File: src/source/regFile.sv
`timescale 1ns/1ps

module regFile (
  input  logic        clk,
  input  logic        rstN,
  input  logic [4:0]  raAddr,
  input  logic [4:0]  rbAddr,
  output logic [31:0] raData,
  output logic [31:0] rbData,
  input  logic        we,
  input  logic [4:0]  wAddr,
  input  logic [31:0] wData
);

  logic [31:0] regs [32];

  always_ff @(posedge clk or negedge rstN) begin
    if (!rstN) begin
      for (int i = 0; i < 32; i++) begin
        regs[i] <= '0;
      end
    end else if (we) begin
      regs[wAddr] <= wData;
    end
  end

  // reads see the old value during a write cycle
  assign raData = regs[raAddr];
  assign rbData = regs[rbAddr];

endmodule

File: config.mk
export PLATFORM = sky130hd
export DESIGN_NAME = regFile
export DESIGN_NICKNAME = d
export VERILOG_FILES = /design/src/source/regFile.sv
export SDC_FILE = /design/constraint.sdc
export NUM_CORES = 2
export LEC_CHECK = 0
export BUFFER_PORTS_ARGS = -buffer_cell sky130_fd_sc_hd__buf_2
export CORE_MARGIN = 1
export CORE_UTILIZATION = 45
export DETAILED_ROUTE_END_ITERATION = 10
export GPL_ROUTABILITY_DRIVEN = 0
export PLACE_DENSITY_LB_ADDON = 0.05
export RECOVER_POWER = 100
export REMOVE_ABC_BUFFERS = 1
export SLEW_MARGIN = 20
export SYNTH_ARGS = -nofsm -noshare
export SYNTH_HDL_FRONTEND = slang
export SYNTH_SLANG_ARGS = --single-unit
File: constraint.sdc
create_clock -name clk -period 2.25 [get_ports clk]
set_input_delay 0.45 -clock clk [delete_from_list [all_inputs] [get_ports clk]]
set_output_delay 0.45 -clock clk [all_outputs]
set_load 0.005 [all_outputs]
==> results by stage <==
Yosys:
- The synthesized design contains 0 enable-type register cells.
- A synthesized cell averages 12.2 um2.
- The fraction of post-synthesis cell area in the top cell type by area is 0.456.
- The cell area that synthesis handed to floorplanning was 56200 um2.
- The number of distinct library cell variants in the gate-level netlist after synthesis is 28.
- The part of the Yosys area used for sequential elements is 0.456.
- In the post-synthesis netlist, the biggest area contributors are sky130_fd_sc_hd__dfrtp_1, sky130_fd_sc_hd__mux2_2, sky130_fd_sc_hd__mux2i_1.
- Synthesis inferred around 1000 register bits.
- Among all flip-flop cells after synthesis, the most frequent one is sky130_fd_sc_hd__dfrtp_1.
- Synthesis produced a netlist whose cell count is 4605.
- The async set-or-reset flop fraction in the synthesized netlist is 1.00.
- Summed over all instances, the cell type with the most area after synthesis is sky130_fd_sc_hd__dfrtp_1.
- During synthesis, Yosys emitted a total of 0 warnings.

CTS:
- TritonCTS created 118 clock buffers.
- The buffer levels on the longest clock path is 3.
- The insertion delay of the later-clocked pin in the worst-skew pair is 0.74 ns.
- After clock tree synthesis, the clock-pin slew on the worst setup and hold paths is 0.06 ns.
- The H-tree generated during clock tree synthesis spans 3 levels.
- Counting every sink on the clock net gives roughly 1000.
- TritonCTS built the clock tree.
- The root buffer cell is sky130_fd_sc_hd__clkbuf_16.

Worst setup path:
- The critical path data required time is between 1.5 and 2 ns.
- The worst setup slack for register-to-register paths is 1.32 ns.
- STA classifies the critical path startpoint as a register.
- The worst reg-to-reg path cell count is 2.
- The biggest fanout along the worst timing path is 3.
- The kind of critical path is register to primary output.
- STA classifies the critical path endpoint as a primary output.
- Data arrives at the worst endpoint at 2.17 ns.

Route:
- After detailed routing, the total wire length is 188000 um.
- The antenna violation net count after detailed routing is 0.
- For this block, the initial DRC count from the detailed router was 2659.
- The final routed wire length divided by cell count is 28.3 um.
- After detailed routing, the number of remaining DRC violations is 54.
- The first TritonRoute pass finished after 8 iterations.
- The number of vias after detailed routing is a little under 40000.
- The mean number of vias per cell is 5.99.

Flow run:
- Max-cap violations in this run came to 3.

Power:
- The power density of the placed cells is 829 nW/um2.
- The leakage power is roughly 32 nW.
- VDD sags by at most 865 uV.

Place:
- Once placement completed, the tool counted placed cells totaling ~6400.
- Once placement finished, the instance area stood at 62100 um2.
- The count of buffers added on input and output ports is around 110.
- The setup slack after placement is -0.447 ns.
- Summed over all nets, the half-perimeter wirelength after detailed placement is 119000 um.

STA:
- The final worst setup slack is -0.366 ns.
- On the final layout, the worst clock skew is 0 ns.
- The time the final worst path needs with I/O delays and setup is 2.62 ns.
- At the pin with the least slew margin, the transition time is 1.95 ns.
- The final worst-path cycle share is 1.16.
- Setup violations remaining at the end of the flow were counted as just under 500.
- For this run, the top clock speed supported by timing is around 0.38 GHz.
- Setup repair after global routing could not meet its margin everywhere.
- The hold violation count in the final report is 0.
- The count of final max-slew check failures is 22.
- Headroom to the max-slew limit came out at -0.301.

Floorplanning:
- The height of the die is 356 um.
- Row generation in the floorplan step produced about 130 rows.
- For this configuration, the core starts out at a cell density of 0.454.
- The core region area is roughly 120000 um2.
- The die covers 126000 um2.
- The number of I/O pins is 114.
- The die boundary width is 356 um.

Layout:
- In the final layout, the share of cells above drive strength 1 is 0.395.
- regs holds more flip-flops than any other register.
- The share of the core filled with cells in the final layout is 0.542.
- The library cells used most frequently in the layout, excluding fill and tap cells, are sky130_fd_sc_hd__dfrtp_1, sky130_fd_sc_hd__mux2i_1, sky130_fd_sc_hd__mux2_2.
- Compared with the post-synthesis result, the final layout area differs by 19.4%.
- The most frequent standard cell in the layout excluding fill and tap cells is sky130_fd_sc_hd__dfrtp_1.
- In the final design database the tool counted 4947 nets.
- The post-route standard cell area excluding fillers is roughly 67000 um2.
- The largest registers in the layout are regs: 1024 flops.
- The finished layout holds 6637 standard cells, fillers aside.
- The number of flip-flops under the largest register name is 1024.

Global routing:
- The global-route wire length before repair is 278000 um.
- The aggregate global-route resource usage is 0.294.
- The initial antenna violation count came to 10.
- The via count of the first global-routing pass is 40774.
- For this run the aggregate overflow at the end of global routing stands at 0.
- The pin count of the biggest net entering global routing is 86.

Status:
- The run finished, with violations left.
- The checks that failed: design-rule violations, max-capacitance violations, max-slew violations, negative setup slack.

Hold path:
- The instance count along the most critical hold path is 2.
- The type of the tightest min-delay check is input pin to register.
==> cell families (layout without fill, tap and decap cells) <==
family	after synthesis	after routing	synth area share
multiplexers	2048	2048	0.387
flip-flops	1024	1024	0.456
AO/OA/AOI/OAI	576	576	0.0698
AND/OR/NAND/NOR	513	513	0.0438
buffers and inverters	444	833	0.0436
other	0	6	0
==> path summary, 6_finish.rpt <==
check | to | startpoint
hold reg to reg | regs[579] | regs[579]
max in group asynchronous | regs[65] | rstN
setup reg to reg | regs[778] | regs[778]
min in group asynchronous | regs[130] | rstN
setup / recovery | rbData[9] | regs[1001]
hold / removal | regs[394] | wData[10]
==> final cells by class <==
cell class,count,area [um2]
flip-flops and latches,1024,25600
well taps,1637,2050
diodes,6,15.0
clock buffers,174,3550
multi-input cells,3137,29400
fillers,10624,56700
clock inverters,43,323
repair buffers,616,6140
==> metal layers <==
metal / part of all wire / vias up / global-route usage
met4: 0.028 / 0 / 0.0731
met2: 0.47 / 867 / 0.483
met1: 0.46 / 20983 / 0.411
met5: 0 / - / 0
li1: - / 17663 / -
met3: 0.042 / 267 / 0.0383
==> synthesized netlist by cell type, drive strengths merged (19+ instances only) <==
| master | number |
|---|---|
| a21oi | 192 |
| a22o | 128 |
| a22oi | 192 |
| a31oi | 64 |
| buf | 254 |
| clkbuf | 190 |
| dfrtp | 1024 |
| mux2 | 1024 |
| mux2i | 1024 |
| nand2 | 211 |
| nand3 | 194 |
| nor2 | 19 |
| nor3 | 65 |
==> critical path: stages, from the launching register on <==
cell and delay [ns]:
sky130_fd_sc_hd__dfrtp_1 0.39, sky130_fd_sc_hd__mux2i_1 0.16, sky130_fd_sc_hd__a22o_1 0.19, sky130_fd_sc_hd__nor3_2 0.06, sky130_fd_sc_hd__a31oi_1 0.25, sky130_fd_sc_hd__buf_4 0.18, sky130_fd_sc_hd__nand3_4 0.06, sky130_fd_sc_hd__buf_6 0.12
==> through the flow <==
| step | power, mW | TNS [ns] | hold slack, ns |
|---|---|---|---|
| floorplan | 31.5 | -228.18 | 0.154 |
| global route | 58.3 | -166.95 | 0.346 |
| finish | 55.6 | -51.39 | 0.352 |
| global placement | 35.7 | -29.94 | 0.347 |
| CTS | 55.9 | -17.58 | 0.143 |
| detailed placement | 36.0 | -29.62 | 0.341 |
==> what timing repair did <==
action / CTS / global route
pin swaps: 142 / 132
hold buffers: 1 / 0
hold endpoints to repair: 317 / 0
gates cloned: 7 / 7
resized for setup: 193 / 63
setup endpoints to repair: 64 / 64
setup buffers: 23 / 24
==> report_power, final <==
group / internal (mW) / total (mW) / switching [mW]
logic: 6.30 / 11.6 / 5.33
clock network: 11.2 / 19.2 / 8.06
registers: 22.0 / 24.8 / 2.73
total: 39.5 / 55.6 / 16.1
Power figures use the tool's default switching activity.
