<file path="config.mk">
export PLATFORM = sky130hd
export DESIGN_NAME = memArbiter
export DESIGN_NICKNAME = d
export VERILOG_FILES = /design/src/source/nds32Pkg.sv /design/src/source/memArbiter.sv
export SDC_FILE = /design/constraint.sdc
export NUM_CORES = 1
export LEC_CHECK = 0
export BUFFER_PORTS_ARGS = -buffer_cell sky130_fd_sc_hd__buf_2
export CORE_AREA = 4 4 155 157
export CTS_CLUSTER_SIZE = 40
export DETAILED_ROUTE_END_ITERATION = 16
export DIE_AREA = 0 0 159 161
export MAX_ROUTING_LAYER = met4
export PLACE_DENSITY = 0.39
export SETUP_SLACK_MARGIN = 0.15
export SLEW_MARGIN = 20
export SYNTH_ARGS = -nofsm -noshare
export SYNTH_HDL_FRONTEND = slang
export SYNTH_SLANG_ARGS = --single-unit
</file>
<file path="constraint.sdc">
create_clock -name clk -period 1.8 [get_ports clk]
set_input_delay 0.54 -clock clk [delete_from_list [all_inputs] [get_ports clk]]
set_output_delay 0.54 -clock clk [all_outputs]
set_load 0.03 [all_outputs]
</file>
<file path="src/source/nds32Pkg.sv">
package nds32Pkg;

  // register form, three registers plus a sub-opcode
  typedef struct packed {
    logic       zero;
    logic [5:0] opcode;
    logic [4:0] rt;
    logic [4:0] ra;
    logic [4:0] rb;
    logic [4:0] rsvd;
    logic [4:0] subOp;
  } regFmt_t;

  // immediate form, wider immediates reach down into ra
  typedef struct packed {
    logic        zero;
    logic [5:0]  opcode;
    logic [4:0]  rt;
    logic [4:0]  ra;
    logic [14:0] imm;
  } immFmt_t;

  typedef union packed {
    regFmt_t regFmt;
    immFmt_t immFmt;
  } instr_t;

  typedef enum logic [2:0] {immNone, imm5, imm15, imm20, imm14, imm24} immSel_t;

  typedef enum logic [3:0] {
    fnAdd, fnSub, fnAnd, fnOr, fnXor, fnSll, fnSrl, fnRotr, fnPassB
  } aluFn_t;

  typedef struct packed {
    logic    regDst;   // rb is second source
    logic    branch;
    logic    jump;
    logic    memRead;
    logic    memToReg;
    logic    memWrite;
    logic    aluSrc;   // immediate on operand b
    logic    regWrite;
    immSel_t immSel;
    aluFn_t  aluFn;
  } ctrlWord_t;

  typedef struct packed {
    logic        valid;
    logic        write;
    logic [31:0] addr;  // byte address
    logic [31:0] wdata;
  } memReq_t;

  typedef struct packed {
    logic        done;  // one-cycle pulse
    logic [31:0] rdata;
  } memRsp_t;

  localparam logic [5:0] opAlu  = 6'b100000;
  localparam logic [5:0] opAddi = 6'b101000;
  localparam logic [5:0] opOri  = 6'b101100;
  localparam logic [5:0] opXori = 6'b101011;
  localparam logic [5:0] opLwi  = 6'b000010;
  localparam logic [5:0] opSwi  = 6'b001010;
  localparam logic [5:0] opMovi = 6'b100010;
  localparam logic [5:0] opMem  = 6'b011100;
  localparam logic [5:0] opBeq  = 6'b100110;
  localparam logic [5:0] opJ    = 6'b100100;

  localparam logic [4:0] subAdd   = 5'b00000;
  localparam logic [4:0] subSub   = 5'b00001;
  localparam logic [4:0] subAnd   = 5'b00010;
  localparam logic [4:0] subXor   = 5'b00011;
  localparam logic [4:0] subOr    = 5'b00100;
  localparam logic [4:0] subSlli  = 5'b01000;
  localparam logic [4:0] subSrli  = 5'b01001;
  localparam logic [4:0] subRotri = 5'b01011;
  localparam logic [4:0] subLw    = 5'b00010;
  localparam logic [4:0] subSw    = 5'b01010;

endpackage

</file>
<file path="src/source/memArbiter.sv">
`timescale 1ns/1ps

module memArbiter (
  input  logic              clk,
  input  logic              rstN,
  input  nds32Pkg::memReq_t hostReq,
  input  nds32Pkg::memReq_t lsuReq,
  input  nds32Pkg::memReq_t fetchReq,
  output nds32Pkg::memRsp_t hostRsp,
  output nds32Pkg::memRsp_t lsuRsp,
  output nds32Pkg::memRsp_t fetchRsp,
  output nds32Pkg::memReq_t memReq,
  input  nds32Pkg::memRsp_t memRsp
);
  import nds32Pkg::*;

  localparam logic [1:0] ownHost  = 2'd0;
  localparam logic [1:0] ownLsu   = 2'd1;
  localparam logic [1:0] ownFetch = 2'd2;

  logic       pending;   // response due this cycle
  logic [1:0] owner;
  logic [1:0] pick;

  always_comb begin
    pick   = ownFetch;
    memReq = fetchReq;
    if (hostReq.valid) begin
      pick   = ownHost;
      memReq = hostReq;
    end else if (lsuReq.valid) begin
      pick   = ownLsu;
      memReq = lsuReq;
    end
    memReq.valid = memReq.valid && !pending;  // one access in flight
  end

  always_ff @(posedge clk or negedge rstN) begin
    if (!rstN) begin
      pending <= 1'b0;
      owner   <= ownHost;
    end else begin
      pending <= memReq.valid;
      if (memReq.valid) owner <= pick;
    end
  end

  assign hostRsp  = '{done: pending && owner == ownHost && memRsp.done, rdata: memRsp.rdata};
  assign lsuRsp   = '{done: pending && owner == ownLsu && memRsp.done, rdata: memRsp.rdata};
  assign fetchRsp = '{done: pending && owner == ownFetch && memRsp.done, rdata: memRsp.rdata};

  // memory answers every grant exactly one cycle later
  assert property (@(posedge clk) disable iff (!rstN) memReq.valid |=> memRsp.done);

endmodule

</file>
==> results.ini, run 1 <==
[power]
p_sw_share_pct = 42.9
clkPwrFrac_pct = 18.7
p_switching_uw = 799
seqPwrFrac_pct = 5.3
irDropWorstVdd_v = 0.000239
intPower_uw = 1060
pwr-share-comb_pct = 76.0
leakage_uw = 0.00222
power_density_nw_per_um2 = 420

[cells_and_area]
n_fill_cell = 2528
nets = 753
seqCellArea_sq_um = 75.1
drive_gt1_share_pct = 78.2
n_antenna_cell = 0
multi_input_area_sq_um = 1700
area_delta_synth_final_pct = 94.8

[global_routing]
met2_usage_pct = 14.5
antenna_found_initial = 0
grt_pass1_wl_mm = 15.7
grt_util_met1_pct = 8.01
track_usage_pct = 7.83
overflow = 0
grt_max_degree = 25
grt_pass1_vias = 3029
globalRouteMet3Util_pct = 2.25
grt_busiest_layer = met2

[setup_path]
crit_path_start_kind = input port
critPathKind = input port to output port
required_ps = 1260
r2r_setup_slack_ps = 920
r2r-end = owner[0]
crit_path_end = memReq[65]
r2r_cells = 3
cp_max_fo = 7
end_kind = output port
r2r-start = pending
cp.arrival_ps = 1400
critical_path.startpoint = lsuReq[65]

[sta]
maxSlewViolCount = 0
fmax_ghz = 0.515
worst_slew_pin_slew_ps = 207
rsz0062_at_grt = true
whs_ps = 113
setup_viol = 62
fin_crit_ps = 1940
finalCritPeriodShare_pct = 108
max-slew-margin-rel_pct = 85.8
clock_skew_ps = 0.544
hold_viol = 0
fin_ws_ps = -142

[synthesis]
ys_warn_count = 0
synth_top_cell_by_area = buf_4
synthFlopType = dfrtp_1
synthTopCellsByArea = buf_4 32%, mux2i_1 29%, nand2_1 11%, o21ai_0 7.9%, o21ai_1 6.6%
synth_edf_count = 0
ys_ff_latch = 3
synth_top_area_share_pct = 32.0
syn_nets = 562
synth_cell_types = 17
synth.most_common_cell = buf_4
yosys-top-cells-count = 97 x buf_4, 67 x nand2_1, 65 x mux2i_1
syn_inst = 329
synth.cell_area_sq_um = 2280
async_flop_share_pct = 100
avgSynthCellArea_sq_um = 6.92
yosysSeqAreaShare_pct = 3.30

[place]
gp_congestion = 0.765
io_buffers = 269
dp_hpwl_mm = 8.74
place_ws_ps = -360

[cts]
ctsHtreeMaxLevel = 1
cts.sinks = 3
clk_path_buf_depth = 2
cts_buffers = 3
clk_pin_slew_ps = 30
root_buffer = clkbuf_16
tritoncts = yes
ctsHoldBuffers = 0
insertion_delay_ps = 220

[routing]
drt_iter0_markers = 72
num_vias = 2883
drc = 0
drt_wl_total_mm = 11.2
vias_per_cell = 3.59
wl_per_cell_um = 13.9
ant_nets = 0
dr.pass1.iters = 4

[die]
row_count = 55
start_util_pct = 10.1
dieHeight_um = 161
die_w_um = 159
dieArea_sq_um = 25600
core-area_sq_um = 22500
ioPinCount = 398

[outcome]
failed_checks = negative setup slack
status = complete, but fails checks

[flow_run]
cap_violations = 0

[worst_hold_path]
hold_path.class = input port to async pin

## flip-flops by register name, summed over array words and instances, names as in the netlist
register / flops
pending: 1
owner: 2
## area by class of cell
type	count	share of cell area (%)
timing repair buffer	304	50.1
multi-input combinational	206	38.2
inverter	2	0.169
clock buffer	4	1.78
sequential	3	1.69
tap	285	8.04
## power groups by stage
| stage | sequential (uW) | clock (uW) | combinational (uW) |
|---|---|---|---|
| 2_1_floorplan | 94.8 | 0 | 1090 |
| 3_3_place_gp | 99.1 | 0 | 1130 |
| 3_5_place_dp | 99.2 | 0 | 1130 |
| 4_1_cts | 98.4 | 353 | 1370 |
| 5_1_grt | 101 | 360 | 1510 |
| 6_report | 99.0 | 348 | 1420 |
## layer usage
layer,vias to the layer above,routed length [um]
met5,-,0
met4,0,303
met3,32,1100
met2,210,5740
met1,1237,4020
li1,1404,-
## metrics by stage
step           std cells  setup TNS [ps]  cell area, sq um  power [uW]  util [%]
2_1_floorplan        329           -2660              2550        1180         -
6_report             804           -5260              4440        1860      19.7
3_5_place_dp         794          -11100              3610        1230      16.1
4_1_cts              804           -6150              4280        1820      19.0
3_3_place_gp         794          -10570              3610        1230      16.1
5_1_grt              804           -8040              4440        1970      19.7
## cells by family (layout without fill, tap and decap cells)
group	count (synthesis)	count (layout)	synth area share (%)
DFF	3	3	3.30
AOI/OAI and AO/OA	70	70	15.6
and+or+nand+nor	71	71	12.2
buffers and inverters	120	310	40.3
muxes	65	65	28.6
## how the worst min path moves through the flow
| stage | slack [ps] | endpoint | cells past startpoint | start |
|---|---|---|---|---|
| final | 110 | owner[0] | 1 | rstN |
| after detailed placement | 340 | pending | 1 | rstN |
| after CTS | 110 | owner[0] | 1 | rstN |
| after global placement | 340 | pending | 1 | rstN |
| after global routing | 120 | pending | 1 | rstN |
| after floorplan | 240 | owner[0] | 0 | rstN |
## cells in the final DEF, fill, tap and decap left out, types with 4 or more instances in the layout
cell / n
buf_2: 205
nand2_1: 66
buf_6: 66
o21ai_2: 65
mux2i_1: 37
mux2i_2: 24
buf_4: 20
buf_16: 6
mux2i_4: 4
## critical path: stages
cell    delay (ps)
buf_16         140
buf_16         160
or2_4          230
o21a_4         200
buf_6          130
## repair_timing
action / in CTS / in global routing
setup endpoints to repair: 67 / 68
pin swaps: 4 / 4
resized for setup: 138 / 47
buffers inserted: 2 / 0
cloned: 4 / 0
(Power assumes the default switching activity.)
==> inputs of run 2 (changes only) <==
==> constraint.sdc (replaced) <==
create_clock -name clk -period 1.8 [get_ports clk]
set_input_delay 0.36 -clock clk [delete_from_list [all_inputs] [get_ports clk]]
set_output_delay 0.36 -clock clk [all_outputs]
set_load 0.03 [all_outputs]
==> run 2 against run 1 <==
The flow now finishes without violations. Die area is the same. Flip-flop and latch count stayed put. Highest routed layer unchanged. Register-to-register slack better by 60 ps. Critical path depth increased by 1. Via count shrank 4.1%. Clock power is 3% higher. Clock skew increased by 2.7 ps. Count of clock-buffer cells in the layout stayed put. Utilization decreased by 3.4 points. Sequential share of layout area grew 0.35 points.
==> results.ini, run 2 (synthesis results as in run 1) <==
[setup_path]
cp_max_fo = 24  ; +17
cp.arrival_ps = 1270  ; -130 ps
required_ps = 1440  ; +180 ps
critPathKind = input port to output port
end_kind = output port
r2r_setup_slack_ps = 980  ; +60 ps
crit_path_start_kind = input port
r2r_cells = 3  ; unchanged
r2r-end = owner[0]
r2r-start = pending

[sta]
max-slew-margin-rel_pct = 83.5  ; -2.3 points
fmax_ghz = 0.612  ; +19%
clock_skew_ps = 3.22  ; +2.68 ps
tns_ps = 0  ; +5260 ps
setup_viol = 0  ; -100%
maxSlewViolCount = 0  ; unchanged
worst_slew_pin_slew_ps = 242  ; +35.0 ps
rsz0062_at_grt = true
finalCritPeriodShare_pct = 90.8  ; -17 points
fin_crit_ps = 1630  ; -307 ps
hold_viol = 0  ; unchanged

[routing]
vias_per_cell = 3.47  ; -3.1%
drt_wl_total_mm = 10.5  ; -5.6%
ant_nets = 0  ; unchanged
wl_per_cell_um = 13.3  ; -4.6%
num_vias = 2766  ; -4.1%
drt_iter0_markers = 54  ; -25%
dr.pass1.iters = 4  ; unchanged
drc = 0  ; unchanged

[worst_hold_path]
hold_path.class = input port to register
min_from = fetchReq[65]
hold_end = pending
min_path_cells = 2

[die]
row_count = 55  ; unchanged
start_util_pct = 10.1  ; unchanged
dieArea_sq_um = 25600  ; unchanged
dieHeight_um = 161  ; unchanged
core-area_sq_um = 22500  ; unchanged
ioPinCount = 398  ; unchanged
die_w_um = 159  ; unchanged

[cts]
cts_buffers = 3  ; unchanged
clk_path_buf_depth = 2  ; unchanged
ctsHtreeMaxLevel = 1  ; unchanged
clk_pin_slew_ps = 30  ; about the same
root_buffer = clkbuf_16
cts.sinks = 3  ; unchanged
tritoncts = yes
insertion_delay_ps = 230  ; about the same

[global_routing]
antenna_found_initial = 0  ; unchanged
overflow = 0  ; unchanged
grt_pass1_vias = 2704  ; -11%
grt_pass1_wl_mm = 14.1  ; -11%
grt_max_degree = 49  ; +96%
track_usage_pct = 6.84  ; -0.99 points

[place]
io_buffers = 269  ; unchanged
dp_hpwl_mm = 8.40  ; -3.9%
gp_congestion = 0.757  ; -1.1%
dpl_cell_area_sq_um = 3370  ; -6.7%

[power]
irDropWorstVdd_v = 0.000248  ; +4.0%
seqPwrFrac_pct = 6.1  ; +0.8 points
pwr-share-comb_pct = 71.1  ; -4.9 points
intPower_uw = 855  ; -20%
p_sw_share_pct = 45.3  ; +2.4 points
p_switching_uw = 707  ; -11%
leakage_uw = 0.00204  ; -8.4%
power_density_nw_per_um2 = 425  ; +1.2%
clkPwrFrac_pct = 22.8  ; +4.1 points

[cells_and_area]
nets = 745  ; -1.1%
final_util_pct = 16.3  ; -3.4 points
n_antenna_cell = 0  ; unchanged
n_fill_cell = 2586  ; +2.3%
reg_top3 = owner x2, pending x1
final_cell_mix = 255 x buf_2, 67 x nand2_1, 63 x mux2i_1
area_delta_synth_final_pct = 61.5
largest-register = owner
layout_commonest_cell = buf_2
drive_gt1_share_pct = 64.6  ; -14 points
largest_reg_flops = 2  ; unchanged
final_area_sq_um = 3680  ; -17%

[outcome]
status = completed

[flow_run]
cap_violations = 0  ; unchanged

==> run 2: cell types whose count changed in the layout (fill, tap and decap cells not counted), sizes merged <==
| cell | before | now |
|---|---|---|
| buf | 303 | 287 |
| bufbuf | 1 | 0 |
| clkbuf | 4 | 12 |
| dlygate4sd3 | 0 | 1 |
==> run 2: cell type report <==
class                   count  area (sq um)  area share [%]
multi-input cells         206          1400            38.1
inverters                   2          7.51           0.204
flip-flops and latches      3          75.1            2.04
clock buffers               4          78.8            2.14
well taps                 285           357            9.70
repair buffers            296          1760            47.8
==> run 2: worst max path at each step <==
stage                      from    endpoint  slack (ps)  cells after the start
floorplan           hostReq[65]  memReq[39]         250                      3
global placement     lsuReq[65]   memReq[8]         100                      6
CTS                  lsuReq[65]  memReq[42]         130                      5
global route        hostReq[65]  memReq[39]         130                      6
detailed placement   lsuReq[65]   memReq[8]         120                      6
finish              hostReq[65]  memReq[34]         170                      6
==> run 2: timing repair <==
action | 4_1_cts | 5_1_grt
hold buffers | 1 | 0
cloned | 0 | 3
setup buffers | 0 | 8
gates resized for setup | 7 | 17
endpoints found under the setup margin | 19 | 48
endpoints found under the hold margin | 3 | 0
==> run 2: power groups by stage <==
stage | logic (uW) | clock network (uW) | registers [uW]
floorplan | 1030 | 0 | 91.8
global placement | 1050 | 0 | 96.2
detailed placement | 1050 | 0 | 96.2
CTS | 1070 | 361 | 95.5
global route | 1200 | 371 | 98.6
finish | 1110 | 357 | 95.0
==> run 2: worst max-delay path: stages <==
cell and delay, ps:
buf_4 170, buf_12 160, buf_16 180, nand2_1 90, o21ai_1 90, buf_4 180
==> run 2: per-layer routing <==
| layer | global-route usage, % | part of all wire, % |
|---|---|---|
| met1 | 6.18 | 33 |
| met4 | 3.47 | 4.1 |
| met2 | 12.8 | 51 |
| met3 | 2.32 | 12 |
| met5 | - | 0 |
==> run 2: metrics by stage <==
stage,std cells,total power (uW),worst slack (ps),hold slack (ps)
6_report,796,1560,166,435
4_1_cts,785,1520,129,423
3_3_place_gp,780,1150,97.4,159
3_5_place_dp,780,1150,118,160
5_1_grt,796,1670,131,454
2_1_floorplan,329,1120,253,64.4
