### src/source/nds32Pkg.sv
package nds32Pkg;

  // register form, three registers plus a sub-opcode
  typedef struct packed {
    logic       zero;
    logic [5:0] opcode;
    logic [4:0] rt;
    logic [4:0] ra;
    logic [4:0] rb;
    logic [4:0] rsvd;
    logic [4:0] subOp;
  } regFmt_t;

  // immediate form, wider immediates reach down into ra
  typedef struct packed {
    logic        zero;
    logic [5:0]  opcode;
    logic [4:0]  rt;
    logic [4:0]  ra;
    logic [14:0] imm;
  } immFmt_t;

  typedef union packed {
    regFmt_t regFmt;
    immFmt_t immFmt;
  } instr_t;

  typedef enum logic [2:0] {immNone, imm5, imm15, imm20, imm14, imm24} immSel_t;

  typedef enum logic [3:0] {
    fnAdd, fnSub, fnAnd, fnOr, fnXor, fnSll, fnSrl, fnRotr, fnPassB
  } aluFn_t;

  typedef struct packed {
    logic    regDst;   // rb is second source
    logic    branch;
    logic    jump;
    logic    memRead;
    logic    memToReg;
    logic    memWrite;
    logic    aluSrc;   // immediate on operand b
    logic    regWrite;
    immSel_t immSel;
    aluFn_t  aluFn;
  } ctrlWord_t;

  typedef struct packed {
    logic        valid;
    logic        write;
    logic [31:0] addr;  // byte address
    logic [31:0] wdata;
  } memReq_t;

  typedef struct packed {
    logic        done;  // one-cycle pulse
    logic [31:0] rdata;
  } memRsp_t;

  localparam logic [5:0] opAlu  = 6'b100000;
  localparam logic [5:0] opAddi = 6'b101000;
  localparam logic [5:0] opOri  = 6'b101100;
  localparam logic [5:0] opXori = 6'b101011;
  localparam logic [5:0] opLwi  = 6'b000010;
  localparam logic [5:0] opSwi  = 6'b001010;
  localparam logic [5:0] opMovi = 6'b100010;
  localparam logic [5:0] opMem  = 6'b011100;
  localparam logic [5:0] opBeq  = 6'b100110;
  localparam logic [5:0] opJ    = 6'b100100;

  localparam logic [4:0] subAdd   = 5'b00000;
  localparam logic [4:0] subSub   = 5'b00001;
  localparam logic [4:0] subAnd   = 5'b00010;
  localparam logic [4:0] subXor   = 5'b00011;
  localparam logic [4:0] subOr    = 5'b00100;
  localparam logic [4:0] subSlli  = 5'b01000;
  localparam logic [4:0] subSrli  = 5'b01001;
  localparam logic [4:0] subRotri = 5'b01011;
  localparam logic [4:0] subLw    = 5'b00010;
  localparam logic [4:0] subSw    = 5'b01010;

endpackage

### src/source/loadStoreUnit.sv
`timescale 1ns/1ps

module loadStoreUnit (
  input  logic              clk,
  input  logic              rstN,
  input  logic              start,
  input  logic              write,
  input  logic [31:0]       addr,
  input  logic [31:0]       wdata,
  output nds32Pkg::memReq_t memReq,
  input  nds32Pkg::memRsp_t memRsp,
  output logic [31:0]       rdata,
  output logic              done
);
  import nds32Pkg::*;

  logic        busy;
  logic        wrQ;
  logic [31:0] addrQ;
  logic [31:0] wdataQ;

  assign memReq.valid = busy;   // held until the response
  assign memReq.write = wrQ;
  assign memReq.addr  = addrQ;
  assign memReq.wdata = wdataQ;

  always_ff @(posedge clk or negedge rstN) begin
    if (!rstN) begin
      busy <= 1'b0;
      done <= 1'b0;
    end else begin
      done <= busy && memRsp.done;
      if (start) busy <= 1'b1;
      else if (memRsp.done) busy <= 1'b0;
    end
  end

  always_ff @(posedge clk) begin
    if (start) begin
      wrQ    <= write;
      addrQ  <= addr;
      wdataQ <= wdata;
    end
    if (busy && memRsp.done) rdata <= memRsp.rdata;  // ready with done
  end

  // the core issues one access per instruction and waits for it
  assert property (@(posedge clk) disable iff (!rstN) start |-> !busy);

endmodule

### config.mk
export PLATFORM = sky130hd
export DESIGN_NAME = loadStoreUnit
export DESIGN_NICKNAME = d
export VERILOG_FILES = /design/src/source/nds32Pkg.sv /design/src/source/loadStoreUnit.sv
export SDC_FILE = /design/constraint.sdc
export NUM_CORES = 1
export LEC_CHECK = 0
export BUFFER_PORTS_ARGS = -buffer_cell sky130_fd_sc_hd__buf_4
export CAP_MARGIN = 20
export CORE_MARGIN = 5
export CORE_UTILIZATION = 37
export DETAILED_ROUTE_END_ITERATION = 8
export HOLD_SLACK_MARGIN = 0.08
export PLACE_DENSITY = 0.82
export RECOVER_POWER = 25
export SETUP_SLACK_MARGIN = 0.1
export SYNTH_ARGS = -nofsm -noshare
export SYNTH_HDL_FRONTEND = slang
export SYNTH_SLANG_ARGS = --single-unit
### constraint.sdc
create_clock -name clk -period 1.2 [get_ports clk]
set_input_delay 0.24 -clock clk [delete_from_list [all_inputs] [get_ports clk]]
set_output_delay 0.24 -clock clk [all_outputs]
set_load 0.005 [all_outputs]
==> results of run 1 <==
power by group through the flow:
stage          sequential (mW)  combinational (mW)  clock, mW
3_3_place_gp              4.21               0.752          0
3_5_place_dp              4.23               0.776          0
5_1_grt                   4.25                1.26       2.36
4_1_cts                   4.15                1.06       2.18
2_1_floorplan             4.25              0.0329          0
6_report                  4.23                1.20       2.19
final timing paths:
kind                            startpoint          to  slack (ps)  cells past startpoint
worst max-delay path             addrQ[25]  memReq[57]         -50                      1
min in group asynchronous             rstN        busy         210                      2
worst min-delay path            memRsp[32]        busy         170                      3
worst min register to register        busy        busy         540                      1
max in group asynchronous             rstN        done         860                      2
worst max register to register        busy    rdata[5]         130                      2
stage by stage:
stage | utilization | area [um^2]
2_1_floorplan | - | 3000
3_3_place_gp | 0.598 | 4670
3_5_place_dp | 0.598 | 4670
4_1_cts | 0.755 | 5900
5_1_grt | 0.795 | 6210
6_report | 0.795 | 6210
layout make-up:
class,count,area share
well taps,102,0.0206
repair buffers,304,0.466
inverters,1,0.000604
multi-input cells,2,0.00262
diodes,4,0.00161
clock inverters,6,0.0119
clock buffers,9,0.0199
flip-flops and latches,99,0.477
cell usage in the layout (no fill, tap or decap):
master / count
clkinvlp_4: 2
clkbuf_8: 9
a21o_1: 1
clkbuf_2: 2
clkbuf_4: 3
dlygate4sd3_1: 98
inv_1: 1
and2_4: 1
inv_8: 1
buf_6: 97
dfrtp_1: 2
bufinv_16: 1
clkbuf_1: 2
inv_6: 2
edfxtp_1: 97
buf_12: 1
diode_2: 4
buf_4: 101
layer usage:
metal | vias up | track usage
li1 | 1041 | -
met1 | 1166 | 0.228
met2 | 171 | 0.378
met3 | 26 | 0.0591
met4 | 0 | 0.0839
met5 | - | 0
repair_timing:
action	in CTS	in global routing
resized for setup	12	85
pin swaps	0	1
hold endpoints to repair	99	0
buffers inserted	0	3
endpoints found under the setup margin	99	121
hold buffers	98	0
logic make-up (layout without fill, tap and decap cells):
family	Yosys count	in the layout
simple gates	1	1
buf+inv	3	320
compound gates	1	1
other cells	0	4
flops	99	99
flip-flops by register name, indices dropped and copies added (netlist names):
name    count
addrQ      32
busy        1
done        1
rdata      32
wdataQ     32
wrQ         1
==> results.toml, run 1 <==
[placement]
hpwlAfterDp_um = 6680
gp_congestion = 0.768
post-place-ws_ps = 137
post-place-cells = 407
io_buffers = 199

[synthesis]
synth-async-reset-ratio = 0.0202
synth-main-ff-cell = "edfxtp_1"
synth_compound_area_frac = 0.00251
syn_area_um2 = 3000
synth_top_family_by_area = "buffers and inverters"
synth-adder-area-share = 0
ys.warnings.count = 0
synth_edf_count = 97
synthXorXnorAreaFrac = 0
synthSimpleGateAreaFrac = 0.00251
synth_area_leader_cell = "edfxtp_1"
yosysMostFrequentCell = "edfxtp_1"
synthTopCellsByCount = "edfxtp_1, buf_4, dfrtp_1"
netlist-cell-type-count = 6
yosysTopAreaCellShare = 0.972
synth_cells = 104
syn_nets = 205
avgSynthCellArea_um2 = 28.8
synthMuxAreaShare = 0
ys_seq_area_frac = 0.989
ys_ff_latch = 99
synthTopCellsByArea = "edfxtp_1, dfrtp_1, buf_4"

[grt]
grt_max_degree = 37
grt_overflow = 0
gr-usage-all-layers = 0.208
grt_pass1_wl_um = 15000
grt_antenna_before_repair = 4
grt_pass1_vias = 2502

[final_layout]
nets = 518
finalNonFillerCells = 527
multi_input_comb_area_um2 = 16.3
seq_area_um2 = 2960
syn_to_final_growth_pct = 107
nFillCells = 386
layout-drive-gt1-share = 0.523

[routing]
top_layer = "met4"
routedWlPerCell_um = 23.1
wl_um = 12200
via_per_inst = 4.56
first_pass_iters = 4
drcViolationCount = 0
route.met2.wl_um = 6510
drtIter0Drc = 194
wl_met3_um = 1170
vias = 2404
ant_nets = 0
met1_length_um = 4140

[sta]
slew_headroom = 0.394
report.final.slew_viol_count = 0
setup_viol = 2
finalCriticalPeriod_ps = 1250
worstMarginPinSlew_ps = 908
skew_ps = 3.58
fin_ws_ps = -45.7
rsz0062_at_grt = "yes"
hold_viol = 0
fmax_mhz = 803
fin_crit_sh = 1.04
timing.hold.ws_ps = 174
tns_ps = -73.6

[clock_network]
root_buffer = "clkbuf_8"
clkLatencyLatePin_ps = 350
cts_made_buffers = 9
cts_tree = "yes"
clk_pin_slew_ps = 110
h-tree-depth = 3
numClockSinks = 99
cts.path.max_buffers = 2

[setup_path]
max_stage_delay_ps = 490
start_kind = "register"
timing.critical_path.fanout_max = 1
crit_chain = "buf_6"
cp_num_buf_inv = 1
crit_required_ps = 960
worstSetupPathType = "reg2out"
worst_path_max_delay_cell = "edfxtp_1"
path_delay_family = "flip-flops"
arrival_ps = 1010
cp-end-kind = "output pin"

[power]
power.total_mw = 7.62
leakage_nw = 2.59
ir_drop_mv = 0.821
internal-power_mw = 5.90
p_clk_frac = 0.288
power_density_nw_per_um2 = 1230
p_comb_frac = 0.158
p_seq_frac = 0.555
switching_share = 0.227
switchingPower_mw = 1.73

[die]
fp.dieH_um = 100
rows = 32
die_x_um = 100
core-area_um2 = 7810
io_pins = 200
initial_core_util = 0.384
die_area_um2 = 10000

[flow_run]
cap_violations = 0

[min_path]
hp-class = "in2reg"

[status]
status = "complete, but fails checks"
violations = "setup timing"
Note: power is estimated with default switching activity, not from simulation.
==> run 2: changes to the inputs <==
==> constraint.sdc (replaced) <==
create_clock -name clk -period 1.1 [get_ports clk]
set_input_delay 0.22 -clock clk [delete_from_list [all_inputs] [get_ports clk]]
set_output_delay 0.22 -clock clk [all_outputs]
set_load 0.005 [all_outputs]
==> run 2 against run 1 <==
The flow still finishes with violations (setup timing). Global-route usage increased by 0.43 points. Register-to-register slack got worse by 200 ps. Hold slack got worse by 17 ps. Wire length decreased by 2.0%. Highest routed layer unchanged.
==> results.toml, run 2 (synthesis results as in run 1) <==
[sta]
finalCriticalPeriod_ps = 1190
timing.hold.ws_ps = 157
tns_ps = -3660
hold_viol = 0
fin_crit_sh = 1.09
fin_ws_ps = -94.9
skew_ps = 8.73
setup_viol = 99
report.final.slew_viol_count = 0
worstMarginPinSlew_ps = 518
rsz0062_at_grt = "yes"
fmax_mhz = 837
slew_headroom = 0.654

[routing]
wl_um = 12000
vias = 2428
via_per_inst = 4.59
drcViolationCount = 0
routedWlPerCell_um = 22.6
first_pass_iters = 4
ant_nets = 0
drtIter0Drc = 145

[final_layout]
nets = 521
final_common_cell = "buf_4"
syn_to_final_growth_pct = 105
finalNonFillerCells = 529
nFillCells = 392
fin_util = 0.786
most-common-layout-cells = "buf_4, dlygate4sd3_1, edfxtp_1"
fin_area_um2 = 6130
reg_top3 = "addrQ (32), rdata (32), wdataQ (32)"
layout-drive-gt1-share = 0.525

[grt]
grt_antenna_before_repair = 1
grt_overflow = 0
grt_max_degree = 27
gr-usage-all-layers = 0.212
grt_pass1_wl_um = 15400
grt_pass1_vias = 2585

[clock_network]
clkLatencyLatePin_ps = 350
cts_made_buffers = 9
h-tree-depth = 3
numClockSinks = 99
clk_pin_slew_ps = 110
root_buffer = "clkbuf_8"
cts.path.max_buffers = 2
cts_tree = "yes"

[power]
power.total_mw = 8.29
p_clk_frac = 0.292
power_density_nw_per_um2 = 1350
p_seq_frac = 0.553
ir_drop_mv = 0.793
internal-power_mw = 6.41
p_comb_frac = 0.155
switching_share = 0.227
leakage_nw = 2.57
switchingPower_mw = 1.88

[placement]
post-place-ws_ps = 87.3
io_buffers = 199
gp_congestion = 0.743
dpl-instance-area_um2 = 4690
post-place-cells = 408

[setup_path]
crit_end = "memReq[49]"
cp_num_buf_inv = 1
cp-end-kind = "output pin"
r2r_slack_ps = -70
max_stage_delay_ps = 450
r2r-end = "rdata[26]"
timing.critical_path.fanout_max = 1
cp_num_cells = 1
arrival_ps = 970
worst_path_max_delay_cell = "edfxtp_1"
crit_required_ps = 880
crit_path_start = "addrQ[17]"
start_kind = "register"
worstSetupPathType = "reg2out"
path_delay_family = "flip-flops"
ff2ff_path_depth = 3
r2r-start = "busy"
crit_chain = "buf_4"

[status]
status = "complete, but fails checks"
violations = "setup timing"

[die]
core-area_um2 = 7810
fp.dieH_um = 100
rows = 32
initial_core_util = 0.384
io_pins = 200
die_area_um2 = 10000
die_x_um = 100

[min_path]
hp-class = "in2reg"

[flow_run]
cap_violations = 0
[run 2: changes by cell type in the layout (fill, tap and decap cells not counted), sizes merged]
cell      delta
buf          +4
diode        -2
clkinvlp     +1
inv          -1
[run 2: routing by layer]
metal	track usage	up-vias	share of wire
li1	-	1049	-
met1	0.223	1189	0.35
met2	0.405	173	0.54
met3	0.0556	17	0.091
met4	0.0746	0	0.018
met5	0	-	0
[run 2: cell type report]
class                           count  area, um^2  share of cell area
Multi-Input combinational cell      2        16.3             0.00265
Sequential cell                    99        2960               0.483
Tap cell                          102         128              0.0208
Inverter                            1        3.75            0.000612
Clock buffer                       10         128              0.0208
Antenna cell                        2        5.00            0.000816
Clock inverter                      6        72.6              0.0118
Timing Repair Buffer              307        2820               0.459
[run 2: worst min path at each step]
stage	start	endpoint	slack [ps]	cells after the start
global placement	rstN	done	7	1
finish	memRsp[32]	busy	160	3
detailed placement	rstN	busy	6	1
floorplan	rstN	busy	-80	0
CTS	memRsp[32]	busy	150	3
global route	memRsp[32]	busy	170	3
[run 2: timing repair]
| action | CTS | global route |
|---|---|---|
| hold endpoints to repair | 99 | 0 |
| setup buffers | 1 | 1 |
| gates resized for setup | 29 | 28 |
| hold buffers | 98 | 0 |
| cloned | 0 | 3 |
| pin swaps | 0 | 0 |
| endpoints found under the setup margin | 131 | 131 |
[run 2: power by group through the flow]
stage	Sequential [mW]	Combinational, mW	Clock (mW)
2_1_floorplan	4.63	0.0359	0
3_3_place_gp	4.59	0.837	0
3_5_place_dp	4.61	0.854	0
4_1_cts	4.54	1.19	2.39
5_1_grt	4.61	1.35	2.60
6_report	4.59	1.28	2.42
==> run 3: changes to the inputs <==
--- a/config.mk
+++ b/config.mk
@@ -7,6 +7,7 @@
 export LEC_CHECK = 0
 export BUFFER_PORTS_ARGS = -buffer_cell sky130_fd_sc_hd__buf_4
 export CAP_MARGIN = 20
+export CORE_ASPECT_RATIO = 0.5
 export CORE_MARGIN = 5
 export CORE_UTILIZATION = 37
 export DETAILED_ROUTE_END_ITERATION = 8
==> run 3 against run 2 <==
The run still ends with setup timing left. Hold slack improved by 61 ps. Non-clock buffer count decreased by 5. Via count decreased by 6.6%. Critical path depth unchanged. Critical endpoint is now memReq[38]. Largest cell class unchanged.
==> results.toml, run 3 (synthesis results as in run 1) <==
[grt]
grt_max_degree = 33
gr-usage-all-layers = 0.195
grt_pass1_vias = 2533
grt_antenna_before_repair = 0
grt_pass1_wl_um = 13900
grt_overflow = 0

[final_layout]
multi_input_comb_area_um2 = 16.3
final_common_cell = "buf_4"
layout-drive-gt1-share = 0.519
nFillCells = 447
syn_to_final_growth_pct = 111
finalNonFillerCells = 532
fin_util = 0.797
seq_area_um2 = 2960
most-common-layout-cells = "buf_4, dlygate4sd3_1, edfxtp_1"
reg_top3 = "addrQ (32), rdata (32), wdataQ (32)"
num_antenna_cells = 0
nets = 516

[setup_path]
path_delay_family = "flip-flops"
arrival_ps = 910
cp-end-kind = "output pin"
worst_path_max_delay_cell = "edfxtp_1"
crit_chain = "buf_6"
timing.critical_path.fanout_max = 1
max_stage_delay_ps = 430
start_kind = "register"
cp_num_buf_inv = 1
crit_required_ps = 880
worstSetupPathType = "reg2out"
ff2ff_path_depth = 2
cp_num_cells = 1

[min_path]
hold_depth = 3
hp-class = "in2reg"

[power]
power_density_nw_per_um2 = 1410
p_comb_frac = 0.144
ir_drop_mv = 1.16
switching_share = 0.203
internal-power_mw = 7.13
p_seq_frac = 0.512
p_clk_frac = 0.343
power.total_mw = 8.94
switchingPower_mw = 1.81
leakage_nw = 2.63

[placement]
hpwlAfterDp_um = 6230
io_buffers = 199
post-place-cells = 416
gp_congestion = 0.802

[die]
io_pins = 200
core-area_um2 = 7940
fp.dieH_um = 73.6
die_x_um = 137
rows = 23
die_area_um2 = 10100
initial_core_util = 0.377

[clock_network]
root_buffer = "clkbuf_16"
cts_tree = "yes"
cts_made_buffers = 9
clk_pin_slew_ps = 70
h-tree-depth = 3
postCtsSetupRepairBufs = 0
numClockSinks = 99
clkLatencyLatePin_ps = 330
cts.path.max_buffers = 2

[routing]
routedWlPerCell_um = 18.6
vias = 2268
ant_nets = 0
first_pass_iters = 4
via_per_inst = 4.26
wl_um = 9920
drcViolationCount = 0
drtIter0Drc = 101

[flow_run]
cap_violations = 0

[sta]
timing.hold.ws_ps = 218
setup_viol = 34
tns_ps = -393
hold_viol = 0
skew_ps = 6.56
fmax_mhz = 887
fin_ws_ps = -27.4
finalCriticalPeriod_ps = 1130
slew_headroom = 0.498
rsz0062_at_grt = "yes"
fin_crit_sh = 1.02
report.final.slew_viol_count = 0
worstMarginPinSlew_ps = 754

[status]
status = "complete, but fails checks"
violations = "setup timing"
[run 3: power by group through the flow]
stage / sequential (mW) / combinational, mW / clock (mW)
3_3_place_gp: 4.60 / 0.812 / 0
5_1_grt: 4.60 / 1.36 / 3.30
2_1_floorplan: 4.63 / 0.0359 / 0
6_report: 4.58 / 1.29 / 3.07
4_1_cts: 4.57 / 1.26 / 3.13
3_5_place_dp: 4.61 / 0.839 / 0
[run 3: repair_timing]
item                                    in CTS  in global routing
endpoints found under the setup margin     131                131
cloned                                       1                  1
gates resized for setup                     79                 12
hold buffers                                98                  0
pin swaps                                    0                  1
hold endpoints to repair                    99                  0
[run 3: per-stage QoR]
stage	worst slack [ps]	instance area, um^2
after global placement	94.2	4680
after CTS	-26.1	6270
after detailed placement	63.9	4680
after floorplan	74.7	3000
final	-27.4	6330
after global routing	-62.6	6330
[run 3: metal layers]
metal,vias to the layer above,track usage,share of wire
met1,1123,0.177,0.31
met2,89,0.405,0.62
met5,-,0,0
li1,1038,-,-
met3,18,0.0657,0.053
met4,0,0.0631,0.025
[run 3: tightest hold or removal path, stage by stage]
cell	delay (ps)
buf_4	120
inv_1	50
a21o_1	130
[run 3: final cells by class]
type | instances | share of cell area
tap | 112 | 0.0221
inverter | 1 | 0.000593
multi-input combinational | 2 | 0.00257
sequential | 99 | 0.468
timing repair buffer | 302 | 0.460
clock inverter | 6 | 0.0105
clock buffer | 10 | 0.0362
[run 3: worst paths after layout]
| check | to | slack, ps | from |
|---|---|---|---|
| max | memReq[38] | -30 | addrQ[6] |
| min | busy | 220 | memRsp[32] |
| max reg2reg | rdata[11] | -10 | busy |
| min reg2reg | busy | 610 | busy |
| max in group asynchronous | busy | 720 | rstN |
| min in group asynchronous | done | 240 | rstN |
