<file path="src/source/nds32Pkg.sv">
package nds32Pkg;

  // register form, three registers plus a sub-opcode
  typedef struct packed {
    logic       zero;
    logic [5:0] opcode;
    logic [4:0] rt;
    logic [4:0] ra;
    logic [4:0] rb;
    logic [4:0] rsvd;
    logic [4:0] subOp;
  } regFmt_t;

  // immediate form, wider immediates reach down into ra
  typedef struct packed {
    logic        zero;
    logic [5:0]  opcode;
    logic [4:0]  rt;
    logic [4:0]  ra;
    logic [14:0] imm;
  } immFmt_t;

  typedef union packed {
    regFmt_t regFmt;
    immFmt_t immFmt;
  } instr_t;

  typedef enum logic [2:0] {immNone, imm5, imm15, imm20, imm14, imm24} immSel_t;

  typedef enum logic [3:0] {
    fnAdd, fnSub, fnAnd, fnOr, fnXor, fnSll, fnSrl, fnRotr, fnPassB
  } aluFn_t;

  typedef struct packed {
    logic    regDst;   // rb is second source
    logic    branch;
    logic    jump;
    logic    memRead;
    logic    memToReg;
    logic    memWrite;
    logic    aluSrc;   // immediate on operand b
    logic    regWrite;
    immSel_t immSel;
    aluFn_t  aluFn;
  } ctrlWord_t;

  typedef struct packed {
    logic        valid;
    logic        write;
    logic [31:0] addr;  // byte address
    logic [31:0] wdata;
  } memReq_t;

  typedef struct packed {
    logic        done;  // one-cycle pulse
    logic [31:0] rdata;
  } memRsp_t;

  localparam logic [5:0] opAlu  = 6'b100000;
  localparam logic [5:0] opAddi = 6'b101000;
  localparam logic [5:0] opOri  = 6'b101100;
  localparam logic [5:0] opXori = 6'b101011;
  localparam logic [5:0] opLwi  = 6'b000010;
  localparam logic [5:0] opSwi  = 6'b001010;
  localparam logic [5:0] opMovi = 6'b100010;
  localparam logic [5:0] opMem  = 6'b011100;
  localparam logic [5:0] opBeq  = 6'b100110;
  localparam logic [5:0] opJ    = 6'b100100;

  localparam logic [4:0] subAdd   = 5'b00000;
  localparam logic [4:0] subSub   = 5'b00001;
  localparam logic [4:0] subAnd   = 5'b00010;
  localparam logic [4:0] subXor   = 5'b00011;
  localparam logic [4:0] subOr    = 5'b00100;
  localparam logic [4:0] subSlli  = 5'b01000;
  localparam logic [4:0] subSrli  = 5'b01001;
  localparam logic [4:0] subRotri = 5'b01011;
  localparam logic [4:0] subLw    = 5'b00010;
  localparam logic [4:0] subSw    = 5'b01010;

endpackage

</file>
<file path="src/source/fetchUnit.sv">
`timescale 1ns/1ps

module fetchUnit (
  input  logic              clk,
  input  logic              rstN,
  input  logic              run,
  output nds32Pkg::memReq_t memReq,
  input  nds32Pkg::memRsp_t memRsp,
  output nds32Pkg::instr_t  instr,
  output logic              instrValid,
  output logic [31:0]       pc,
  input  logic              stepDone,
  input  logic              takeBranch,
  input  logic [31:0]       branchOffset,
  input  logic              illegal,
  output logic              halted,
  output logic              fault
);
  import nds32Pkg::*;

  typedef enum logic [1:0] {sFetch, sStep, sStop} state_t;

  state_t      state;
  logic        started;
  logic        stopNow;
  logic [31:0] nextPc;

  assign nextPc  = takeBranch ? pc + branchOffset : pc + 32'd4;
  assign stopNow = illegal || (takeBranch && branchOffset == '0);  // jump to self halts

  assign memReq.valid = (state == sFetch) && (run || started);
  assign memReq.write = 1'b0;
  assign memReq.addr  = pc;
  assign memReq.wdata = '0;
  assign halted       = (state == sStop);

  always_ff @(posedge clk or negedge rstN) begin
    if (!rstN) begin
      state      <= sFetch;
      started    <= 1'b0;
      pc         <= '0;
      instrValid <= 1'b0;
      fault      <= 1'b0;
    end else begin
      instrValid <= 1'b0;
      if (run) started <= 1'b1;       // keeps a fetch alive once begun
      case (state)
        sFetch: begin
          if (memRsp.done) begin
            state      <= sStep;
            instrValid <= 1'b1;
          end
        end
        sStep: begin
          if (stepDone) begin
            pc    <= nextPc;
            fault <= illegal;
            state <= stopNow ? sStop : sFetch;
          end
        end
        default: state <= sStop;      // stays until reset
      endcase
    end
  end

  always_ff @(posedge clk) begin
    if (state == sFetch && memRsp.done) instr <= memRsp.rdata;
  end

endmodule

</file>
<file path="config.mk">
export PLATFORM = sky130hd
export DESIGN_NAME = fetchUnit
export DESIGN_NICKNAME = d
export VERILOG_FILES = /design/src/source/nds32Pkg.sv /design/src/source/fetchUnit.sv
export SDC_FILE = /design/constraint.sdc
export NUM_CORES = 1
export LEC_CHECK = 0
export ABC_AREA = 1
export ABC_CLOCK_PERIOD_IN_PS = 3600
export BUFFER_PORTS_ARGS = -buffer_cell sky130_fd_sc_hd__buf_2
export CAP_MARGIN = 0
export CORE_MARGIN = 8
export CORE_UTILIZATION = 42
export CTS_BUF_LIST = sky130_fd_sc_hd__clkbuf_8
export CTS_CLUSTER_DIAMETER = 50
export DETAILED_ROUTE_END_ITERATION = 8
export GPL_TIMING_DRIVEN = 0
export MAX_ROUTING_LAYER = met4
export PLACE_DENSITY = 0.68
export SLEW_MARGIN = 20
export SYNTH_ARGS = -nofsm -noshare
export SYNTH_HDL_FRONTEND = slang
export SYNTH_SLANG_ARGS = --single-unit
</file>
<file path="constraint.sdc">
create_clock -name clk -period 3.6 [get_ports clk]
set_clock_uncertainty 0.15 [all_clocks]
set_input_delay 0.36 -clock clk [delete_from_list [all_inputs] [get_ports clk]]
set_output_delay 0.36 -clock clk [all_outputs]
set_load 0.03 [all_outputs]
</file>
==> flow_metrics.py, run 1 <==
metrics = {
    "run_status": {
        "status": "completed",
    },
    "drt": {
        "wirelength_um": 21390,
        "drtAntennaViolNets": 0,
        "via_count": 6770,
        "drt-vias-per-instance": 4.864,
        "drc_errors": 0,
        "routedWlPerCell_um": 15.37,
        "drtPass1Iterations": 5,
        "drt_iter0_markers": 520,
    },
    "global_routing": {
        "grt_pass1_wl_um": 33540,
        "gr-total-overflow": 0,
        "grt_pass1_vias": 6278,
        "grt_max_degree": 38,
        "grt_antenna_before_repair": 0,
        "grt_util_all_layers_pct": 22.15,
    },
    "setup_path": {
        "criticalPathCategory": "register to register",
        "path_cells": "ha_1, inv_1, fa_1, inv_1, nand3_1, nand3_1, nand3_1, nand3_1, nand2_1, nand3_1, nand3_1, a21boi_1",
        "worstPathMaxFanout": 4,
        "cpMaxStageDelayCell": "sky130_fd_sc_hd__fa_1",
        "cp_data_arrival_time_ns": 2.64,
        "critical_path.endpoint_type": "register",
        "timing.critical_path.mode_cell": "sky130_fd_sc_hd__nand3_1",
        "cp-start-kind": "register",
        "cp_data_required_time_ns": 3.72,
        "rr_worst_depth": 12,
        "worst_path_largest_cell_delay_ns": 0.40,
    },
    "power": {
        "power_report.internal_total_mw": 2.926,
        "power_switching_mw": 3.680,
        "p_sw_share_pct": 55.71,
        "clock_power_share_pct": 11.1,
        "power.leakage_nw": 4.485,
        "pwr-share-comb_pct": 65.7,
        "seq_power_share_pct": 23.2,
        "vdd.ir_drop.worst_uv": 490.6,
        "p_per_area_nw_per_um2": 839.2,
    },
    "yosys": {
        "yosys.cell_types.count": 45,
        "post_synth_fa_ha_maj_area_fraction_pct": 6.574,
        "synth.ff_latch_count": 69,
        "post_synth_and_or_nand_nor_area_fraction_pct": 33.99,
        "synth-edff-count": 32,
        "synthArstFlopShare_pct": 53.62,
        "muxShareOfSynthArea_pct": 0,
        "ys_warn_count": 0,
        "syn_area_um2": 6395,
        "compound_gate_fraction_of_synth_area_pct": 9.665,
        "ys_dominant_reg_cell": "sky130_fd_sc_hd__dfrtp_1",
        "synth_xor_xnor_area_share_pct": 1.917,
        "combinational_family_with_the_most_area_after_synthesis": "simple AND/OR/NAND/NOR gates",
        "yosysSeqAreaShare_pct": 29.50,
        "synth_cells": 985,
        "synth_area_per_cell_um2": 6.492,
    },
    "worst_hold_path": {
        "hold_path_depth": 1,
        "timing.hold.worst.class": "primary input to register",
    },
    "clock_network": {
        "htreeDepth": 3,
        "ctsRootBufferMaster": "sky130_fd_sc_hd__clkbuf_8",
        "reg_clk_slew_reported_paths_ns": 0.08,
        "worstSkewPairLatency_ns": 0.35,
        "cts_hold_buf": 1,
        "cts.sink_count": 69,
        "clockBufferDepth": 2,
        "post_cts_resize_count": 0,
        "cts_inserted_buffers": 9,
        "tritoncts_clock_tree": "built",
        "post_cts.repair.setup_buffers": 0,
    },
    "timing": {
        "relative_slew_slack_pct": 41.77,
        "worstMarginPinSlew_ns": 0.8734,
        "finalCritPeriodShare_pct": 69.92,
        "fmax_ghz": 0.3973,
        "worst_hold_slack_ns": 0.03030,
        "grt_setup_unrepaired": "no",
        "maxSlewViolCount": 0,
        "hold_violations": 0,
        "finalSetupTns_ns": 0,
        "post-route-min-period_ns": 2.517,
        "final-setup-viol-count": 0,
    },
    "cells_and_area": {
        "final_cell_mix": "336 x sky130_fd_sc_hd__nand2_1, 174 x sky130_fd_sc_hd__buf_2, 164 x sky130_fd_sc_hd__inv_1",
        "final_nets": 1303,
        "n_antenna_cell": 0,
        "drive_gt1_share_pct": 23.09,
        "areaGrowthSynthToFinish_pct": 23.09,
        "mostFrequentLayoutCell": "sky130_fd_sc_hd__nand2_1",
    },
    "floorplanning": {
        "core_area_um2": 15030,
        "design.die.area_um2": 19430,
        "std_cell_rows": 45,
        "dieWidth_um": 139.4,
        "ios": 204,
        "starting_utilization_of_the_core_area_pct": 42.54,
        "die_height_um": 139.4,
    },
    "placement": {
        "dp_hpwl_um": 17640,
        "gpl.final_weighted_congestion": 0.9486,
        "place.port_buffers": 169,
    },
    "run": {
        "timing.max_cap.violations": 0,
    },
}
==> power by group through the flow <==
stage / registers, mW / logic, mW / clock network [mW]
3_3_place_gp: 1.54 / 4.25 / 0
4_1_cts: 1.53 / 4.32 / 0.751
6_report: 1.53 / 4.34 / 0.736
5_1_grt: 1.56 / 4.77 / 0.789
3_5_place_dp: 1.54 / 4.31 / 0
2_1_floorplan: 1.88 / 2.70 / 0
==> worst max-delay path: cells and delay by family (launching register included) <==
family | cells | cell delay, ns
compound gates | 1 | 0.15
fa+ha+maj | 2 | 0.66
buf+inv | 2 | 0.17
flops | 1 | 0.39
simple gates | 7 | 0.92
==> stage by stage <==
stage | instance area (µm²) | utilization [%] | setup slack, ns | power, mW | std cells
finish | 7871 | 52.36 | 1.083 | 6.606 | 1392
global route | 7871 | 52.36 | 0.9508 | 7.123 | 1392
CTS | 7871 | 52.36 | 1.099 | 6.602 | 1392
detailed placement | 7631 | 50.76 | 1.038 | 5.853 | 1375
global placement | 7596 | 50.53 | 0.5853 | 5.792 | 1374
floorplan | 6515 | - | 1.120 | 4.582 | 1017
==> layer usage <==
metal	routed length (µm)	vias to the layer above	track usage, %
met5	0	-	-
met2	9758	278	35.46
met1	9564	3015	28.29
met4	461	0	6.124
li1	-	3446	-
met3	1606	31	3.865
==> kinds of logic (layout without fill, tap and decap cells) <==
| logic type | after synthesis | after routing |
|---|---|---|
| and+or+nand+nor | 518 | 518 |
| buffers and inverters | 244 | 431 |
| AOI/OAI and AO/OA | 106 | 106 |
| DFF | 69 | 69 |
| adders and majority gates | 33 | 33 |
| xor gates and xnor gates | 14 | 14 |
| other | 1 | 33 |
==> synth_stat cells, types with 2 or more instances <==
master | number | area (µm²)
sky130_fd_sc_hd__a21boi_0 | 4 | 30.03
sky130_fd_sc_hd__a21boi_1 | 8 | 60.06
sky130_fd_sc_hd__a21oi_1 | 47 | 235.2
sky130_fd_sc_hd__a22oi_1 | 7 | 52.55
sky130_fd_sc_hd__a2bb2oi_1 | 2 | 17.52
sky130_fd_sc_hd__buf_2 | 5 | 25.02
sky130_fd_sc_hd__buf_4 | 66 | 495.5
sky130_fd_sc_hd__clkbuf_1 | 5 | 18.77
sky130_fd_sc_hd__dfrtp_1 | 37 | 925.9
sky130_fd_sc_hd__edfxtp_1 | 32 | 960.9
sky130_fd_sc_hd__ha_1 | 32 | 400.4
sky130_fd_sc_hd__inv_1 | 164 | 615.6
sky130_fd_sc_hd__inv_2 | 4 | 15.01
sky130_fd_sc_hd__nand2_1 | 336 | 1261
sky130_fd_sc_hd__nand3_1 | 62 | 310.3
sky130_fd_sc_hd__nand3_2 | 2 | 20.02
sky130_fd_sc_hd__nand3b_1 | 3 | 22.52
sky130_fd_sc_hd__nand4_1 | 6 | 37.54
sky130_fd_sc_hd__nor2_1 | 76 | 285.3
sky130_fd_sc_hd__nor2_2 | 2 | 12.51
sky130_fd_sc_hd__nor2_4 | 2 | 22.52
sky130_fd_sc_hd__nor3_1 | 12 | 60.06
sky130_fd_sc_hd__nor3_2 | 3 | 30.03
sky130_fd_sc_hd__nor4_1 | 8 | 50.05
sky130_fd_sc_hd__o21ai_0 | 25 | 125.1
sky130_fd_sc_hd__o21bai_1 | 2 | 15.01
sky130_fd_sc_hd__o22ai_1 | 3 | 18.77
sky130_fd_sc_hd__xnor2_1 | 4 | 35.03
sky130_fd_sc_hd__xor2_1 | 10 | 87.58
==> final timing paths <==
| kind | start | to | slack, ns |
|---|---|---|---|
| min | memRsp[3] | instr[3] | 0.03 |
| min in group asynchronous | rstN | pc[12] | 0.51 |
| max in group asynchronous | rstN | pc[31] | 2.24 |
| max | pc[0] | pc[28] | 1.08 |
| min reg2reg | started | started | 0.30 |
| max reg2reg | pc[0] | pc[28] | 1.08 |
==> state kept, by name, summed over array words and instances (netlist names) <==
signal and cells:
started 1, pc 32, instr 32, instrValid 1, fault 1, state 2
==> cell type report <==
type                    instances  area, µm²
plain buffers                  76      539.3
clock buffers                   9      123.9
fillers                      1570       7162
inverters                     168      630.6
well taps                     188      235.2
flip-flops and latches         69       1887
clock inverters                 7      106.4
repair buffers                171      883.3
multi-input cells             704       3466
Power figures use the tool's default switching activity.
==> inputs of run 2 (changes only) <==
ABC_CLOCK_PERIOD_IN_PS = 2600   (was 3600)
clock period = 2.6 ns   (was 3.6 ns; I/O delays follow)
==> flow_metrics.py, run 2 (synthesis gave the netlist of run 1 again) <==
metrics = {
    "placement": {
        "post-place-ws_ns": 0.1193,
        "place.port_buffers": 169,
        "placed_cells": 1375,
        "gpl.final_weighted_congestion": 0.9486,
        "dp_hpwl_um": 17640,
    },
    "power": {
        "p_per_area_nw_per_um2": 1124,
        "post-layout-total-power_mw": 9.243,
        "power.leakage_nw": 4.630,
        "vdd.ir_drop.worst_uv": 679.5,
    },
    "setup_path": {
        "crit_path_start": "pc[0]",
        "timing.critical_path.mode_cell": "sky130_fd_sc_hd__nand3_1",
        "cp_data_arrival_time_ns": 2.61,
        "worst_path_largest_cell_delay_ns": 0.40,
        "setup_slack_on_the_worst_flop_to_flop_path_ns": 0.11,
        "rr_worst_depth": 12,
        "cp-start-kind": "register",
        "cp.depth": 12,
        "worstPathMaxFanout": 4,
        "critPathCapture": "pc[28]",
        "worstReg2RegStart": "pc[0]",
        "cp.buffers_inverters": 2,
        "cpMaxStageDelayCell": "sky130_fd_sc_hd__dfrtp_1",
        "criticalPathCategory": "register to register",
        "path_cells": "ha_2, inv_1, fa_1, inv_1, nand3_1, nand3_1, nand3_1, nand3_1, nand2_1, nand3_1, nand3_1, a21boi_1",
        "worstReg2RegEnd": "pc[28]",
        "critical_path.endpoint_type": "register",
        "cp_data_required_time_ns": 2.72,
        "cpLargestDelayFamily": "simple AND/OR/NAND/NOR gates",
    },
    "clock_network": {
        "htreeDepth": 3,
        "ctsRootBufferMaster": "sky130_fd_sc_hd__clkbuf_8",
        "worstSkewPairLatency_ns": 0.35,
        "cts_inserted_buffers": 9,
        "clockBufferDepth": 2,
        "reg_clk_slew_reported_paths_ns": 0.08,
        "cts.sink_count": 69,
        "post_cts.repair.setup_buffers": 0,
        "tritoncts_clock_tree": "built",
    },
    "global_routing": {
        "grt_pass1_vias": 6578,
        "grt_antenna_before_repair": 0,
        "gr-total-overflow": 0,
        "grt_pass1_wl_um": 35380,
        "grt_util_all_layers_pct": 23.38,
        "grt_max_degree": 38,
    },
    "timing": {
        "worstMarginPinSlew_ns": 0.8556,
        "grt_setup_unrepaired": "no",
        "final_ws_setup_ns": 0.1146,
        "fmax_ghz": 0.4024,
        "finalCritPeriodShare_pct": 95.59,
        "post-route-min-period_ns": 2.485,
        "hold_violations": 0,
        "maxSlewViolCount": 0,
        "relative_slew_slack_pct": 42.96,
        "final-setup-viol-count": 0,
    },
    "worst_hold_path": {
        "timing.hold.worst.class": "primary input to register",
    },
    "floorplanning": {
        "core_area_um2": 15030,
        "die_height_um": 139.4,
        "ios": 204,
        "starting_utilization_of_the_core_area_pct": 42.54,
        "std_cell_rows": 45,
        "dieWidth_um": 139.4,
        "design.die.area_um2": 19430,
    },
    "drt": {
        "drtAntennaViolNets": 0,
        "via_count": 6899,
        "drc_errors": 0,
        "drtPass1Iterations": 6,
        "drt_iter0_markers": 578,
        "wirelength_um": 22590,
        "drt-vias-per-instance": 4.835,
        "routedWlPerCell_um": 15.83,
    },
    "run": {
        "timing.max_cap.violations": 0,
    },
    "cells_and_area": {
        "n_fill_cell": 1510,
        "final_cell_mix": "336 x sky130_fd_sc_hd__nand2_1, 174 x sky130_fd_sc_hd__buf_2, 164 x sky130_fd_sc_hd__inv_1",
        "final_nets": 1338,
        "n_antenna_cell": 0,
        "areaGrowthSynthToFinish_pct": 28.61,
        "mostFrequentLayoutCell": "sky130_fd_sc_hd__nand2_1",
        "drive_gt1_share_pct": 22.52,
        "reg_top3": "instr x32, pc x32, state x2",
        "layout.cells.non_filler": 1427,
    },
    "run_status": {
        "status": "completed",
    },
}
[run 2: report_power, final]
group | switching, mW | internal [mW] | total (mW)
Clock | 0.478 | 0.557 | 1.03
Sequential | 0.600 | 1.53 | 2.13
Combinational | 4.08 | 2.00 | 6.07
[run 2: routing by layer]
layer | GRT usage, % | wire length (µm)
met5 | - | 0
met4 | 6.586 | 513
met3 | 3.557 | 1358
met2 | 38.78 | 10640
met1 | 29.04 | 10080
[run 2: worst min path at each step]
stage	slack [ns]	depth (start not counted)	endpoint	start
final	0.08	4	state[1]	branchOffset[0]
after global routing	0.08	3	state[0]	memRsp[32]
after CTS	0.05	4	state[1]	branchOffset[0]
after detailed placement	0.27	1	pc[2]	rstN
after global placement	0.26	1	pc[2]	rstN
after floorplan	-0.19	0	fault	rstN
[run 2: what timing repair did]
| item | 4_1_cts | 5_1_grt |
|---|---|---|
| hold buffers | 36 | 0 |
| endpoints found under the hold margin | 72 | 0 |
| endpoints found under the setup margin | 0 | 2 |
| gates resized for setup | 0 | 1 |
[run 2: metrics by stage]
stage / cell area, µm² / setup TNS (ns) / hold WS, ns / util [%]
final: 8224 / 0 / 0.07765 / 54.71
after global routing: 8224 / 0 / 0.07782 / 54.71
after CTS: 8222 / 0 / 0.04756 / 54.69
after detailed placement: 7631 / 0 / 0.2714 / 50.76
after global placement: 7596 / -13.54 / 0.2612 / 50.53
after floorplan: 6515 / 0 / -0.1856 / -
[run 2: worst reg2reg max path, cell delays in order (launching register included)]
cell,delay [ns]
sky130_fd_sc_hd__dfrtp_1,0.40
sky130_fd_sc_hd__ha_2,0.24
sky130_fd_sc_hd__inv_1,0.06
sky130_fd_sc_hd__fa_1,0.40
sky130_fd_sc_hd__inv_1,0.09
sky130_fd_sc_hd__nand3_1,0.07
sky130_fd_sc_hd__nand3_1,0.17
sky130_fd_sc_hd__nand3_1,0.09
sky130_fd_sc_hd__nand3_1,0.19
sky130_fd_sc_hd__nand2_1,0.16
sky130_fd_sc_hd__nand3_1,0.12
sky130_fd_sc_hd__nand3_1,0.12
sky130_fd_sc_hd__a21boi_1,0.15
[run 2: area by class of cell]
cell class	instances	area (µm²)	share of cell area, %
Multi-Input combinational cell	704	3468	42.17
Buffer	76	539.3	6.557
Tap cell	188	235.2	2.860
Clock inverter	7	106.4	1.293
Inverter	168	630.6	7.668
Timing Repair Buffer	206	1234	15.00
Clock buffer	9	123.9	1.506
Sequential cell	69	1887	22.94
